===== src/hdl/hazard_pkg.sv =====
`default_nettype none

package hazard_pkg;

    // any nonzero code marks a load.
    typedef enum logic [2:0] {
        ls_none   = 3'd0,
        ls_byte   = 3'd1,
        ls_half   = 3'd2,
        ls_word   = 3'd4,
        ls_double = 3'd6
    } load_size_t;

    typedef enum logic [1:0] {
        acc_none  = 2'd0,
        acc_load  = 2'd1,
        acc_store = 2'd2
    } access_t;

    // hazard causes as {stall, mem, wb, store_load}.
    localparam logic [3:0] hz_none       = 4'b0000;
    localparam logic [3:0] hz_ex_wait    = 4'b1000;
    localparam logic [3:0] hz_load_use   = 4'b1100;
    localparam logic [3:0] hz_load_cross = 4'b1110;
    localparam logic [3:0] hz_wb         = 4'b1010;
    localparam logic [3:0] hz_alias      = 4'b1001;

endpackage

`default_nettype wire


===== src/hdl/rv_isa_pkg.sv =====
`default_nettype none

package rv_isa_pkg;

    localparam int reg_idx_w = 5;
    localparam int imm_w     = 12;

    localparam logic [6:0] op_load  = 7'b0000011;
    localparam logic [6:0] op_store = 7'b0100011;
    localparam logic [6:0] op_imm   = 7'b0010011;
    localparam logic [6:0] op_reg   = 7'b0110011;

    // loads and stores put the immediate of the same word in different places.
    typedef union packed {
        struct packed {
            logic [imm_w-1:0]     imm;
            logic [reg_idx_w-1:0] rs1;
            logic [2:0]           funct3;
            logic [reg_idx_w-1:0] rd;
            logic [6:0]           opcode;
        } i_fmt;
        struct packed {
            logic [6:0]           imm_hi;
            logic [reg_idx_w-1:0] rs2;     // also the rs2 field of r-type words.
            logic [reg_idx_w-1:0] rs1;
            logic [2:0]           funct3;
            logic [4:0]           imm_lo;
            logic [6:0]           opcode;
        } s_fmt;
    } inst_word_t;

endpackage

`default_nettype wire


===== src/hdl/hazard_detect.sv =====
`timescale 1ns/1ps
`default_nettype none

module hazard_detect (
    input  logic                              clk,
    input  logic                              rst_n,
    input  logic                              id_valid,
    input  logic [rv_isa_pkg::reg_idx_w-1:0]  rs1,
    input  logic [rv_isa_pkg::reg_idx_w-1:0]  rs2,
    input  logic [rv_isa_pkg::imm_w-1:0]      imm,
    input  hazard_pkg::access_t               access,
    input  logic [rv_isa_pkg::reg_idx_w-1:0]  ex_rd,
    input  hazard_pkg::access_t               ex_access,
    input  hazard_pkg::load_size_t            ex_load_size,
    input  logic [rv_isa_pkg::reg_idx_w-1:0]  ex_rs1,
    input  logic [rv_isa_pkg::imm_w-1:0]      ex_imm,
    input  logic [rv_isa_pkg::reg_idx_w-1:0]  mem_rd,
    input  hazard_pkg::access_t               mem_access,
    output logic                              stall,
    output logic                              mem_hazard,
    output logic                              wb_hazard,
    output logic                              store_load_hazard
);

    logic       supp_q;
    logic       ex_is_load;
    logic       ex_is_store;
    logic       mem_is_store;
    logic       ex_match;
    logic       mem_match;
    logic       cross_match;
    logic       alias_match;
    logic [3:0] cause;

    assign ex_is_load   = ex_load_size != hazard_pkg::ls_none;
    assign ex_is_store  = ex_access == hazard_pkg::acc_store;
    assign mem_is_store = mem_access == hazard_pkg::acc_store;

    assign ex_match    = (rs1 == ex_rd) || (rs2 == ex_rd);
    assign mem_match   = (mem_rd != '0) && ((rs1 == mem_rd) || (rs2 == mem_rd));
    assign cross_match = (mem_rd != '0) &&
                         (((rs1 == ex_rd) && (rs2 == mem_rd)) ||
                          ((rs1 == mem_rd) && (rs2 == ex_rd)));

    // same base index and offset counts as the same address.
    assign alias_match = ex_is_store && (access == hazard_pkg::acc_load) &&
                         (rs1 == ex_rs1) && (imm == ex_imm);

    always_comb begin
        cause = hazard_pkg::hz_none;
        if (id_valid && !supp_q) begin
            if (ex_rd != '0) begin
                if (ex_is_load) begin
                    if (cross_match) begin
                        cause = hazard_pkg::hz_load_cross;
                    end else if (ex_match && !ex_is_store) begin
                        cause = hazard_pkg::hz_load_use;
                    end else if (mem_match && !mem_is_store) begin
                        cause = hazard_pkg::hz_wb;
                    end
                end else begin
                    if (cross_match) begin
                        cause = hazard_pkg::hz_wb;
                    end else if (ex_match && !ex_is_store) begin
                        cause = hazard_pkg::hz_ex_wait;
                    end else if (mem_match && !mem_is_store) begin
                        cause = hazard_pkg::hz_wb;
                    end
                end
            end else if (alias_match) begin
                // stores have rd zero, so the alias rule lives outside the ex_rd guard.
                cause = hazard_pkg::hz_alias;
            end
        end
    end

    assign {stall, mem_hazard, wb_hazard, store_load_hazard} = cause;

    // one quiet cycle after a load-use stall while the load is forwarded.
    always_ff @(posedge clk or negedge rst_n) begin
        if (!rst_n) begin
            supp_q <= 1'b0;
        end else begin
            supp_q <= mem_hazard;
        end
    end

endmodule

`default_nettype wire


===== src/hdl/hazard_unit_top.sv =====
`timescale 1ns/1ps
`default_nettype none

module hazard_unit_top (
    input  logic                    clk,
    input  logic                    rst_n,
    input  rv_isa_pkg::inst_word_t  id_inst,
    input  logic                    id_valid,
    output logic                    stall,
    output logic                    mem_hazard,
    output logic                    wb_hazard,
    output logic                    store_load_hazard
);

    logic [rv_isa_pkg::reg_idx_w-1:0] rs1;
    logic [rv_isa_pkg::reg_idx_w-1:0] rs2;
    logic [rv_isa_pkg::reg_idx_w-1:0] rd;
    logic [rv_isa_pkg::imm_w-1:0]     imm;
    hazard_pkg::access_t              access;
    hazard_pkg::load_size_t           load_size;

    logic [rv_isa_pkg::reg_idx_w-1:0] ex_rd;
    hazard_pkg::access_t              ex_access;
    hazard_pkg::load_size_t           ex_load_size;
    logic [rv_isa_pkg::reg_idx_w-1:0] ex_rs1;
    logic [rv_isa_pkg::imm_w-1:0]     ex_imm;
    logic [rv_isa_pkg::reg_idx_w-1:0] mem_rd;
    hazard_pkg::access_t              mem_access;

    inst_decode u_inst_decode (
        .id_inst   (id_inst),
        .id_valid  (id_valid),
        .rs1       (rs1),
        .rs2       (rs2),
        .rd        (rd),
        .imm       (imm),
        .access    (access),
        .load_size (load_size)
    );

    stage_tracker u_stage_tracker (
        .clk          (clk),
        .rst_n        (rst_n),
        .stall        (stall),
        .id_valid     (id_valid),
        .rd           (rd),
        .access       (access),
        .load_size    (load_size),
        .rs1          (rs1),
        .imm          (imm),
        .ex_rd        (ex_rd),
        .ex_access    (ex_access),
        .ex_load_size (ex_load_size),
        .ex_rs1       (ex_rs1),
        .ex_imm       (ex_imm),
        .mem_rd       (mem_rd),
        .mem_access   (mem_access)
    );

    hazard_detect u_hazard_detect (
        .clk               (clk),
        .rst_n             (rst_n),
        .id_valid          (id_valid),
        .rs1               (rs1),
        .rs2               (rs2),
        .imm               (imm),
        .access            (access),
        .ex_rd             (ex_rd),
        .ex_access         (ex_access),
        .ex_load_size      (ex_load_size),
        .ex_rs1            (ex_rs1),
        .ex_imm            (ex_imm),
        .mem_rd            (mem_rd),
        .mem_access        (mem_access),
        .stall             (stall),
        .mem_hazard        (mem_hazard),
        .wb_hazard         (wb_hazard),
        .store_load_hazard (store_load_hazard)
    );

endmodule

`default_nettype wire


===== src/hdl/inst_decode.sv =====
`timescale 1ns/1ps
`default_nettype none

module inst_decode (
    input  rv_isa_pkg::inst_word_t            id_inst,
    input  logic                              id_valid,
    output logic [rv_isa_pkg::reg_idx_w-1:0]  rs1,
    output logic [rv_isa_pkg::reg_idx_w-1:0]  rs2,
    output logic [rv_isa_pkg::reg_idx_w-1:0]  rd,
    output logic [rv_isa_pkg::imm_w-1:0]      imm,
    output hazard_pkg::access_t               access,
    output hazard_pkg::load_size_t            load_size
);

    logic [6:0] opcode;

    assign opcode = id_inst.i_fmt.opcode;

    always_comb begin
        rs1       = '0;
        rs2       = '0;
        rd        = '0;
        imm       = id_inst.i_fmt.imm;
        access    = hazard_pkg::acc_none;
        load_size = hazard_pkg::ls_none;
        if (id_valid) begin
            case (opcode)
                rv_isa_pkg::op_load: begin
                    rs1    = id_inst.i_fmt.rs1;
                    rd     = id_inst.i_fmt.rd;
                    access = hazard_pkg::acc_load;
                    case (id_inst.i_fmt.funct3[1:0])   // signed and unsigned share a size.
                        2'b00:   load_size = hazard_pkg::ls_byte;
                        2'b01:   load_size = hazard_pkg::ls_half;
                        2'b10:   load_size = hazard_pkg::ls_word;
                        default: load_size = hazard_pkg::ls_double;
                    endcase
                end
                rv_isa_pkg::op_store: begin
                    rs1    = id_inst.s_fmt.rs1;
                    rs2    = id_inst.s_fmt.rs2;
                    imm    = {id_inst.s_fmt.imm_hi, id_inst.s_fmt.imm_lo};
                    access = hazard_pkg::acc_store;   // no destination.
                end
                rv_isa_pkg::op_imm: begin
                    rs1 = id_inst.i_fmt.rs1;
                    rd  = id_inst.i_fmt.rd;
                end
                rv_isa_pkg::op_reg: begin
                    rs1 = id_inst.s_fmt.rs1;
                    rs2 = id_inst.s_fmt.rs2;
                    rd  = id_inst.i_fmt.rd;
                end
                default: access = hazard_pkg::acc_none;   // unknown words carry no operands.
            endcase
        end
    end

endmodule

`default_nettype wire


===== src/hdl/stage_tracker.sv =====
`timescale 1ns/1ps
`default_nettype none

module stage_tracker (
    input  logic                              clk,
    input  logic                              rst_n,
    input  logic                              stall,
    input  logic                              id_valid,
    input  logic [rv_isa_pkg::reg_idx_w-1:0]  rd,
    input  hazard_pkg::access_t               access,
    input  hazard_pkg::load_size_t            load_size,
    input  logic [rv_isa_pkg::reg_idx_w-1:0]  rs1,
    input  logic [rv_isa_pkg::imm_w-1:0]      imm,
    output logic [rv_isa_pkg::reg_idx_w-1:0]  ex_rd,
    output hazard_pkg::access_t               ex_access,
    output hazard_pkg::load_size_t            ex_load_size,
    output logic [rv_isa_pkg::reg_idx_w-1:0]  ex_rs1,
    output logic [rv_isa_pkg::imm_w-1:0]      ex_imm,
    output logic [rv_isa_pkg::reg_idx_w-1:0]  mem_rd,
    output hazard_pkg::access_t               mem_access
);

    logic advance;

    assign advance = id_valid && !stall;

    always_ff @(posedge clk or negedge rst_n) begin
        if (!rst_n) begin
            ex_rd        <= '0;
            ex_access    <= hazard_pkg::acc_none;
            ex_load_size <= hazard_pkg::ls_none;
            mem_rd       <= '0;
            mem_access   <= hazard_pkg::acc_none;
        end else begin
            mem_rd     <= ex_rd;        // ex always retires into mem.
            mem_access <= ex_access;
            if (advance) begin
                ex_rd        <= rd;
                ex_access    <= access;
                ex_load_size <= load_size;
            end else begin
                ex_rd        <= '0;     // bubble.
                ex_access    <= hazard_pkg::acc_none;
                ex_load_size <= hazard_pkg::ls_none;
            end
        end
    end

    // base index and offset of the ex instruction for the alias test.
    always_ff @(posedge clk) begin
        ex_rs1 <= rs1;
        ex_imm <= imm;
    end

endmodule

`default_nettype wire


===== config.mk =====
export PLATFORM = sky130hd
export DESIGN_NAME = hazard_unit_top
export DESIGN_NICKNAME = d
export VERILOG_FILES = /design/src/hdl/hazard_pkg.sv /design/src/hdl/rv_isa_pkg.sv /design/src/hdl/hazard_detect.sv /design/src/hdl/hazard_unit_top.sv /design/src/hdl/inst_decode.sv /design/src/hdl/stage_tracker.sv
export SDC_FILE = /design/constraint.sdc
export NUM_CORES = 1
export LEC_CHECK = 0
export BUFFER_PORTS_ARGS = -buffer_cell sky130_fd_sc_hd__buf_2
export CELL_PAD_IN_SITES_DETAIL_PLACEMENT = 1
export CELL_PAD_IN_SITES_GLOBAL_PLACEMENT = 2
export CORE_MARGIN = 8
export CORE_UTILIZATION = 33
export DETAILED_ROUTE_END_ITERATION = 12
export HOLD_SLACK_MARGIN = 0.1
export PLACE_DENSITY_LB_ADDON = 0.1
export SYNTH_ARGS = -nofsm -noshare
export SYNTH_HDL_FRONTEND = slang
export SYNTH_SLANG_ARGS = --single-unit

===== constraint.sdc =====
create_clock -name clk -period 3.7 [get_ports clk]
set_clock_uncertainty 0.2 [all_clocks]
set_input_delay 0.37 -clock clk [delete_from_list [all_inputs] [get_ports clk]]
set_output_delay 0.37 -clock clk [all_outputs]
set_load 0.02 [all_outputs]

==> results of run 1 <==
==> what timing repair did <==
action | in CTS | in global routing
resized for setup | 0 | 2
endpoints found under the hold margin | 27 | 0
setup buffers | 0 | 0
setup endpoints to repair | 0 | 2
hold buffers | 10 | 0
==> synthesized netlist by cell type (all sizes together), types with 2 or more instances <==
| cell type | count | area share [%] |
|---|---|---|
| clkbuf | 8 | 1.5 |
| o22ai | 4 | 1.2 |
| nand2 | 16 | 2.9 |
| or2 | 2 | 0.61 |
| a21oi | 4 | 0.97 |
| nand3b | 2 | 0.73 |
| nor3 | 11 | 3.5 |
| xor2 | 15 | 6.4 |
| buf | 5 | 1.6 |
| and2 | 4 | 1.2 |
| o31a | 3 | 1.3 |
| and3 | 3 | 0.91 |
| mux2i | 2 | 0.97 |
| or3 | 3 | 0.91 |
| nor4b | 2 | 0.85 |
| dfxtp | 17 | 17 |
| nor4 | 13 | 4.0 |
| inv | 10 | 1.8 |
| or4 | 2 | 0.73 |
| nand4 | 2 | 0.61 |
| nand3 | 7 | 1.7 |
| or4b | 2 | 0.97 |
| dfrtp | 18 | 22 |
| nor2b | 3 | 0.91 |
| o21ai | 8 | 1.9 |
| xnor2 | 10 | 4.3 |
| a31oi | 4 | 1.2 |
| nor4bb | 5 | 2.4 |
| a221oi | 3 | 1.3 |
| nor2 | 15 | 2.9 |
| mux2 | 5 | 3.1 |
| o32ai | 3 | 1.3 |
==> how the worst max path moves through the flow <==
stage | startpoint | to | slack, ps | depth (start not counted)
floorplan | id_inst[6] | stall | 530 | 8
global placement | id_inst[6] | stall | 160 | 8
detailed placement | id_inst[6] | stall | 140 | 8
CTS | id_inst[6] | stall | 110 | 9
global route | id_inst[6] | stall | 8 | 8
finish | id_inst[6] | stall | 150 | 8
==> metrics by stage <==
step | setup slack [ps] | total power, W | util [%] | instances | cell area [µm²]
floorplan | 526 | 0.000449 | - | 227 | 2060
global placement | 157 | 0.000493 | 38.7 | 332 | 2320
detailed placement | 139 | 0.000495 | 38.7 | 332 | 2320
CTS | 113 | 0.000858 | 42.3 | 350 | 2530
global route | 7.88 | 0.000885 | 42.4 | 350 | 2540
finish | 148 | 0.000845 | 42.4 | 350 | 2540
==> layout make-up <==
class	instances	area [µm²]	share of cell area (%)
Multi-Input combinational cell	169	1180	46.3
Timing Repair Buffer	53	330	13.0
Clock buffer	5	68.8	2.71
Sequential cell	35	791	31.1
Clock inverter	3	43.8	1.72
Tap cell	75	93.8	3.69
Inverter	10	37.5	1.48
==> layer usage <==
| layer | vias up | track usage (%) |
|---|---|---|
| li1 | 932 | - |
| met1 | 900 | 18.2 |
| met2 | 22 | 26.0 |
| met3 | 6 | 3.65 |
| met4 | 0 | 3.90 |
| met5 | - | 0 |
==> registers in the layout (all words and copies together), names as in the netlist <==
name / count
u_hazard_detect.supp_q: 1
u_stage_tracker.ex_access: 2
u_stage_tracker.ex_imm: 12
u_stage_tracker.ex_load_size: 3
u_stage_tracker.ex_rd: 5
u_stage_tracker.ex_rs1: 5
u_stage_tracker.mem_access: 2
u_stage_tracker.mem_rd: 5
==> worst max-delay path, stage by stage <==
cell	delay [ps]
buf_2	100
or4b_1	700
nor3_4	410
mux2_4	330
a221oi_1	400
and4_4	370
or3_1	140
buf_2	170
==> where the power goes <==
| group | leakage [nW] | switching, W | internal (W) |
|---|---|---|---|
| Sequential | 0.393 | 0.00000566 | 0.000388 |
| Clock | 0.0581 | 0.000151 | 0.000201 |
| Combinational | 0.656 | 0.0000542 | 0.0000468 |
==> cells by family after synthesis <==
kind of cell / share of synthesized area, %
buffers and inverters: 4.92
muxes: 4.07
xor gates and xnor gates: 10.6
and+or+nand+nor: 27.5
DFF: 38.4
AOI/OAI and AO/OA: 14.4
==> results.yml, run 1 <==
synth:
  synth_cell_types: 54
  synthArstFlopShare_pct: 51.4
  syn-instance-count: 227
  synth-main-ff-cell: "dfrtp_1"
  syn_area_um2: 2060
  synth_fp_nets: 262
  synth_enable_flop_cells: 0
  ys_seq_elements: 35
  ys_seq_area_share_pct: 38.4
  ys_warn_count: 0
  avgSynthCellArea_um2: 9.07
worst_hold_path:
  min_to: "u_stage_tracker.ex_rd[0]"
  hold_class: "in -> reg"
  hold_depth: 3
  worstHoldStart: "id_inst[7]"
critical_path:
  r2r_setup_slack_ps: 820
  reg2reg_depth: 8
  cp_max_fo: 11
  cp-end-kind: "primary output"
  critPathRequiredTime_ps: 3130
  r2r_start: "u_stage_tracker.ex_rd[1]"
  critPathLaunchType: "input pin"
  worstSetupPathType: "in -> out"
  crit_arrival_ps: 2980
  regToRegEndpoint: "u_stage_tracker.ex_load_size[1]"
timing:
  finalSetupViolations: 0
  drv_slew: 0
  timing.slew.headroom_pct: 68.7
  clock.fmax_mhz: 282
  period_share_pct: 96.0
  rsz0062_at_grt: "false"
  hold-worst-slack_ps: 120
  min_period_ps: 3550
  finalHoldViolations: 0
  worst_pin_slew_ps: 469
  setup_tns_ps: 0
clock_network:
  cts_root_buf: "clkbuf_8"
  cts_sinks: 35
  cts_tree: "yes"
  numCtsBuffers: 5
  clkTransAtPathRegs_ps: 70
  htree_levels: 2
  insertion_delay_ps: 290
  cts.path.max_buffers: 2
global_routing:
  grt_start_max_net_pins: 19
  grt_pass1_vias: 2054
  track_usage_pct: 15.0
  grt_pass1_wl_um: 10600
  grt_remaining_overflow: 0
  antenna_found_initial: 0
floorplan:
  coreArea_um2: 5990
  die_x_um: 95.0
  std_cell_rows: 28
  fp.dieH_um: 95.0
  fp.dieArea_um2: 9020
  ios: 39
  initial_core_util_pct: 34.4
flow_run:
  maxCapViolations: 0
detailed_routing:
  routed_wl_um: 6130
  drcViolationCount: 0
  final_antenna_net_count: 0
  routedLengthMet1_um: 2820
  vias: 1860
  dr_wl_met2_um: 3050
  wire_per_inst_um: 17.5
  drtPass1Iterations: 4
  met3_length_um: 184
  drt_iter0_drc: 69
  top_layer: "met4"
  via_per_inst: 5.31
cells_and_area:
  mostFrequentLayoutCell: "buf_2"
  antennaDiodeCount: 0
  final_cell_mix: "buf_2 (37), dfrtp_1 (18), dfxtp_1 (17)"
  drive_above_1_share_pct: 24.0
  fill_cells: 703
  final_nets: 309
  syn_to_final_growth_pct: 23.5
place:
  place_congestion: 0.733
  io_buffer_count: 37
  post-dp-hpwl_um: 4670
pwr:
  vdd_drop_max_mv: 0.247
  cellLeakagePower_nw: 1.11
  p_per_area_nw_per_um2: 333
outcome:
  status: "finished, final reports clean"
(Power assumes the default switching activity.)
==> inputs of run 2 (changes only) <==
Settings changed: CORE_MARGIN 8 to 1.5.
==> run 2 against run 1 <==
First-iteration DRC count decreased by 23%. Register-to-register slack improved by 30 ps. Final area fell by 0.34%. Die area fell by 26%. Critical path depth is 1 higher. Cell count shrank 0.57%. Routed wire length is 8.6% lower. Maximum frequency rose by 3.5%. Highest routed layer unchanged. Setup slack gained 120 ps. Clock-buffer cell count up 2. Sequential power barely moved.
==> results.yml, run 2 (synthesis results as in run 1) <==
timing:
  finalSetupViolations: 0
  clock.fmax_mhz: 291
  drv_slew: 0
  finalHoldViolations: 0
  min_period_ps: 3430
  setup_tns_ps: 0
  worst_pin_slew_ps: 473
  period_share_pct: 92.7
  worst_slack_ps: 268
  rsz0062_at_grt: "false"
  timing.slew.headroom_pct: 68.5
floorplan:
  coreArea_um2: 5960
  std_cell_rows: 28
  fp.dieH_um: 82.0
  fp.dieArea_um2: 6720
  die_x_um: 82.0
  ios: 39
  initial_core_util_pct: 34.6
critical_path:
  regToRegEndpoint: "u_stage_tracker.ex_rd[2]"
  cp_max_fo: 6
  critPathRequiredTime_ps: 3130
  reg2reg_depth: 8
  r2r_start: "u_stage_tracker.ex_rd[1]"
  r2r_setup_slack_ps: 850
  worstSetupPathType: "in -> out"
  critPathLaunchType: "input pin"
  timing.critical_path.to: "stall"
  cp-end-kind: "primary output"
  crit_arrival_ps: 2860
  startpoint: "id_inst[6]"
clock_network:
  cts_tree: "yes"
  cts_sinks: 35
  insertion_delay_ps: 290
  htree_levels: 2
  cts_root_buf: "clkbuf_8"
  cts.path.max_buffers: 2
  numCtsBuffers: 5
  clkTransAtPathRegs_ps: 80
place:
  io_buffer_count: 37
  place_congestion: 0.732
  place_ws_ps: 221
  post-dp-hpwl_um: 4340
detailed_routing:
  routed_wl_um: 5600
  final_antenna_net_count: 0
  via_per_inst: 5.39
  wire_per_inst_um: 16.1
  vias: 1877
  drtPass1Iterations: 4
  drcViolationCount: 0
  drt_iter0_drc: 53
cells_and_area:
  syn_to_final_growth_pct: 23.1
  fill_cells: 723
  final_nets: 307
  drive_above_1_share_pct: 24.2
  antennaDiodeCount: 0
  mostFrequentLayoutCell: "buf_2"
  final_util_pct: 42.5
  largest_reg_flops: 12
  final_cell_mix: "buf_2 (37), dfrtp_1 (18), dfxtp_1 (17)"
  regMostFlops: "u_stage_tracker.ex_imm"
flow_run:
  maxCapViolations: 0
pwr:
  p_int_w: 0.000648
  p_per_area_nw_per_um2: 339
  p_sw_share_pct: 24.5
  finalPower_w: 0.000858
  vdd_drop_max_mv: 0.175
  pwr-share-comb_pct: 11.6
  seq_power_share_pct: 45.7
  cellLeakagePower_nw: 1.10
  netSwitchingPower_w: 0.000210
  p_clk_share_pct: 42.7
global_routing:
  grt_start_max_net_pins: 19
  antenna_found_initial: 0
  track_usage_pct: 17.6
  grt_pass1_wl_um: 8780
  grt_pass1_vias: 1741
  grt_remaining_overflow: 0
outcome:
  status: "finished, final reports clean"
worst_hold_path:
  hold_class: "in -> reg"
## run 2: changes by cell type in the layout (fill, tap and decap cells not counted)
cell / before / now
clkbuf_16: 0 / 2
dlygate4sd3_1: 10 / 8
bufinv_16: 1 / 0
clkinv_2: 1 / 0
clkinv_4: 1 / 0
inv_4: 0 / 1
nor3_1: 9 / 8
nor3_2: 1 / 2
nor4_1: 12 / 13
nor4_2: 1 / 0
## run 2: layout make-up
type / count / area (µm²) / area share [%]
Clock buffer: 7 / 119 / 4.69
Clock inverter: 1 / 6.26 / 0.247
Inverter: 10 / 37.5 / 1.48
Multi-Input combinational cell: 169 / 1180 / 46.4
Sequential cell: 35 / 791 / 31.2
Tap cell: 75 / 93.8 / 3.70
Timing Repair Buffer: 51 / 310 / 12.2
## run 2: per-layer routing
| metal | vias up | part of all wire (%) | global-route usage (%) |
|---|---|---|---|
| li1 | 927 | - | - |
| met1 | 919 | 49 | 24.3 |
| met2 | 27 | 47 | 28.4 |
| met3 | 4 | 3.0 | 3.44 |
| met4 | 0 | 0.54 | 4.07 |
| met5 | - | 0 | 0 |
## run 2: worst max-delay path, cell delays in order
cell and delay (ps):
buf_2 110, or4b_1 720, nor3_2 350, o22ai_1 120, nand3_1 110, a21boi_0 250
o221ai_1 260, or3_1 410, buf_2 160
## run 2: worst min-delay path by stage
| stage | startpoint | slack (ps) | to | cells after the start |
|---|---|---|---|---|
| 6_report | id_inst[12] | 100 | u_stage_tracker.ex_load_size[1] | 3 |
| 2_1_floorplan | rst_n | -130 | u_hazard_detect.supp_q | 0 |
| 3_3_place_gp | rst_n | 120 | u_stage_tracker.mem_access[0] | 1 |
| 5_1_grt | id_inst[12] | 100 | u_stage_tracker.ex_load_size[1] | 3 |
| 4_1_cts | id_inst[12] | 100 | u_stage_tracker.ex_load_size[1] | 3 |
| 3_5_place_dp | rst_n | 130 | u_stage_tracker.mem_access[0] | 1 |
## run 2: repair_timing
| item | 4_1_cts | 5_1_grt |
|---|---|---|
| hold buffers | 8 | 0 |
| buffers inserted | 0 | 0 |
| gates resized for setup | 0 | 2 |
| setup endpoints to repair | 0 | 1 |
| hold endpoints to repair | 25 | 0 |
## run 2: stage by stage
step | area (µm²) | hold slack [ps] | cells
after global routing | 2530 | 105 | 348
after global placement | 2320 | 121 | 332
after CTS | 2520 | 102 | 348
after floorplan | 2060 | -126 | 227
final | 2530 | 105 | 348
after detailed placement | 2320 | 128 | 332
## run 2: power groups by stage
stage	Combinational, W	Clock, W	Sequential (W)
6_report	0.0000993	0.000367	0.000393
4_1_cts	0.0000995	0.000374	0.000393
3_5_place_dp	0.0000929	0	0.000401
3_3_place_gp	0.0000916	0	0.000401
5_1_grt	0.000110	0.000390	0.000393
2_1_floorplan	0.0000495	0	0.000400
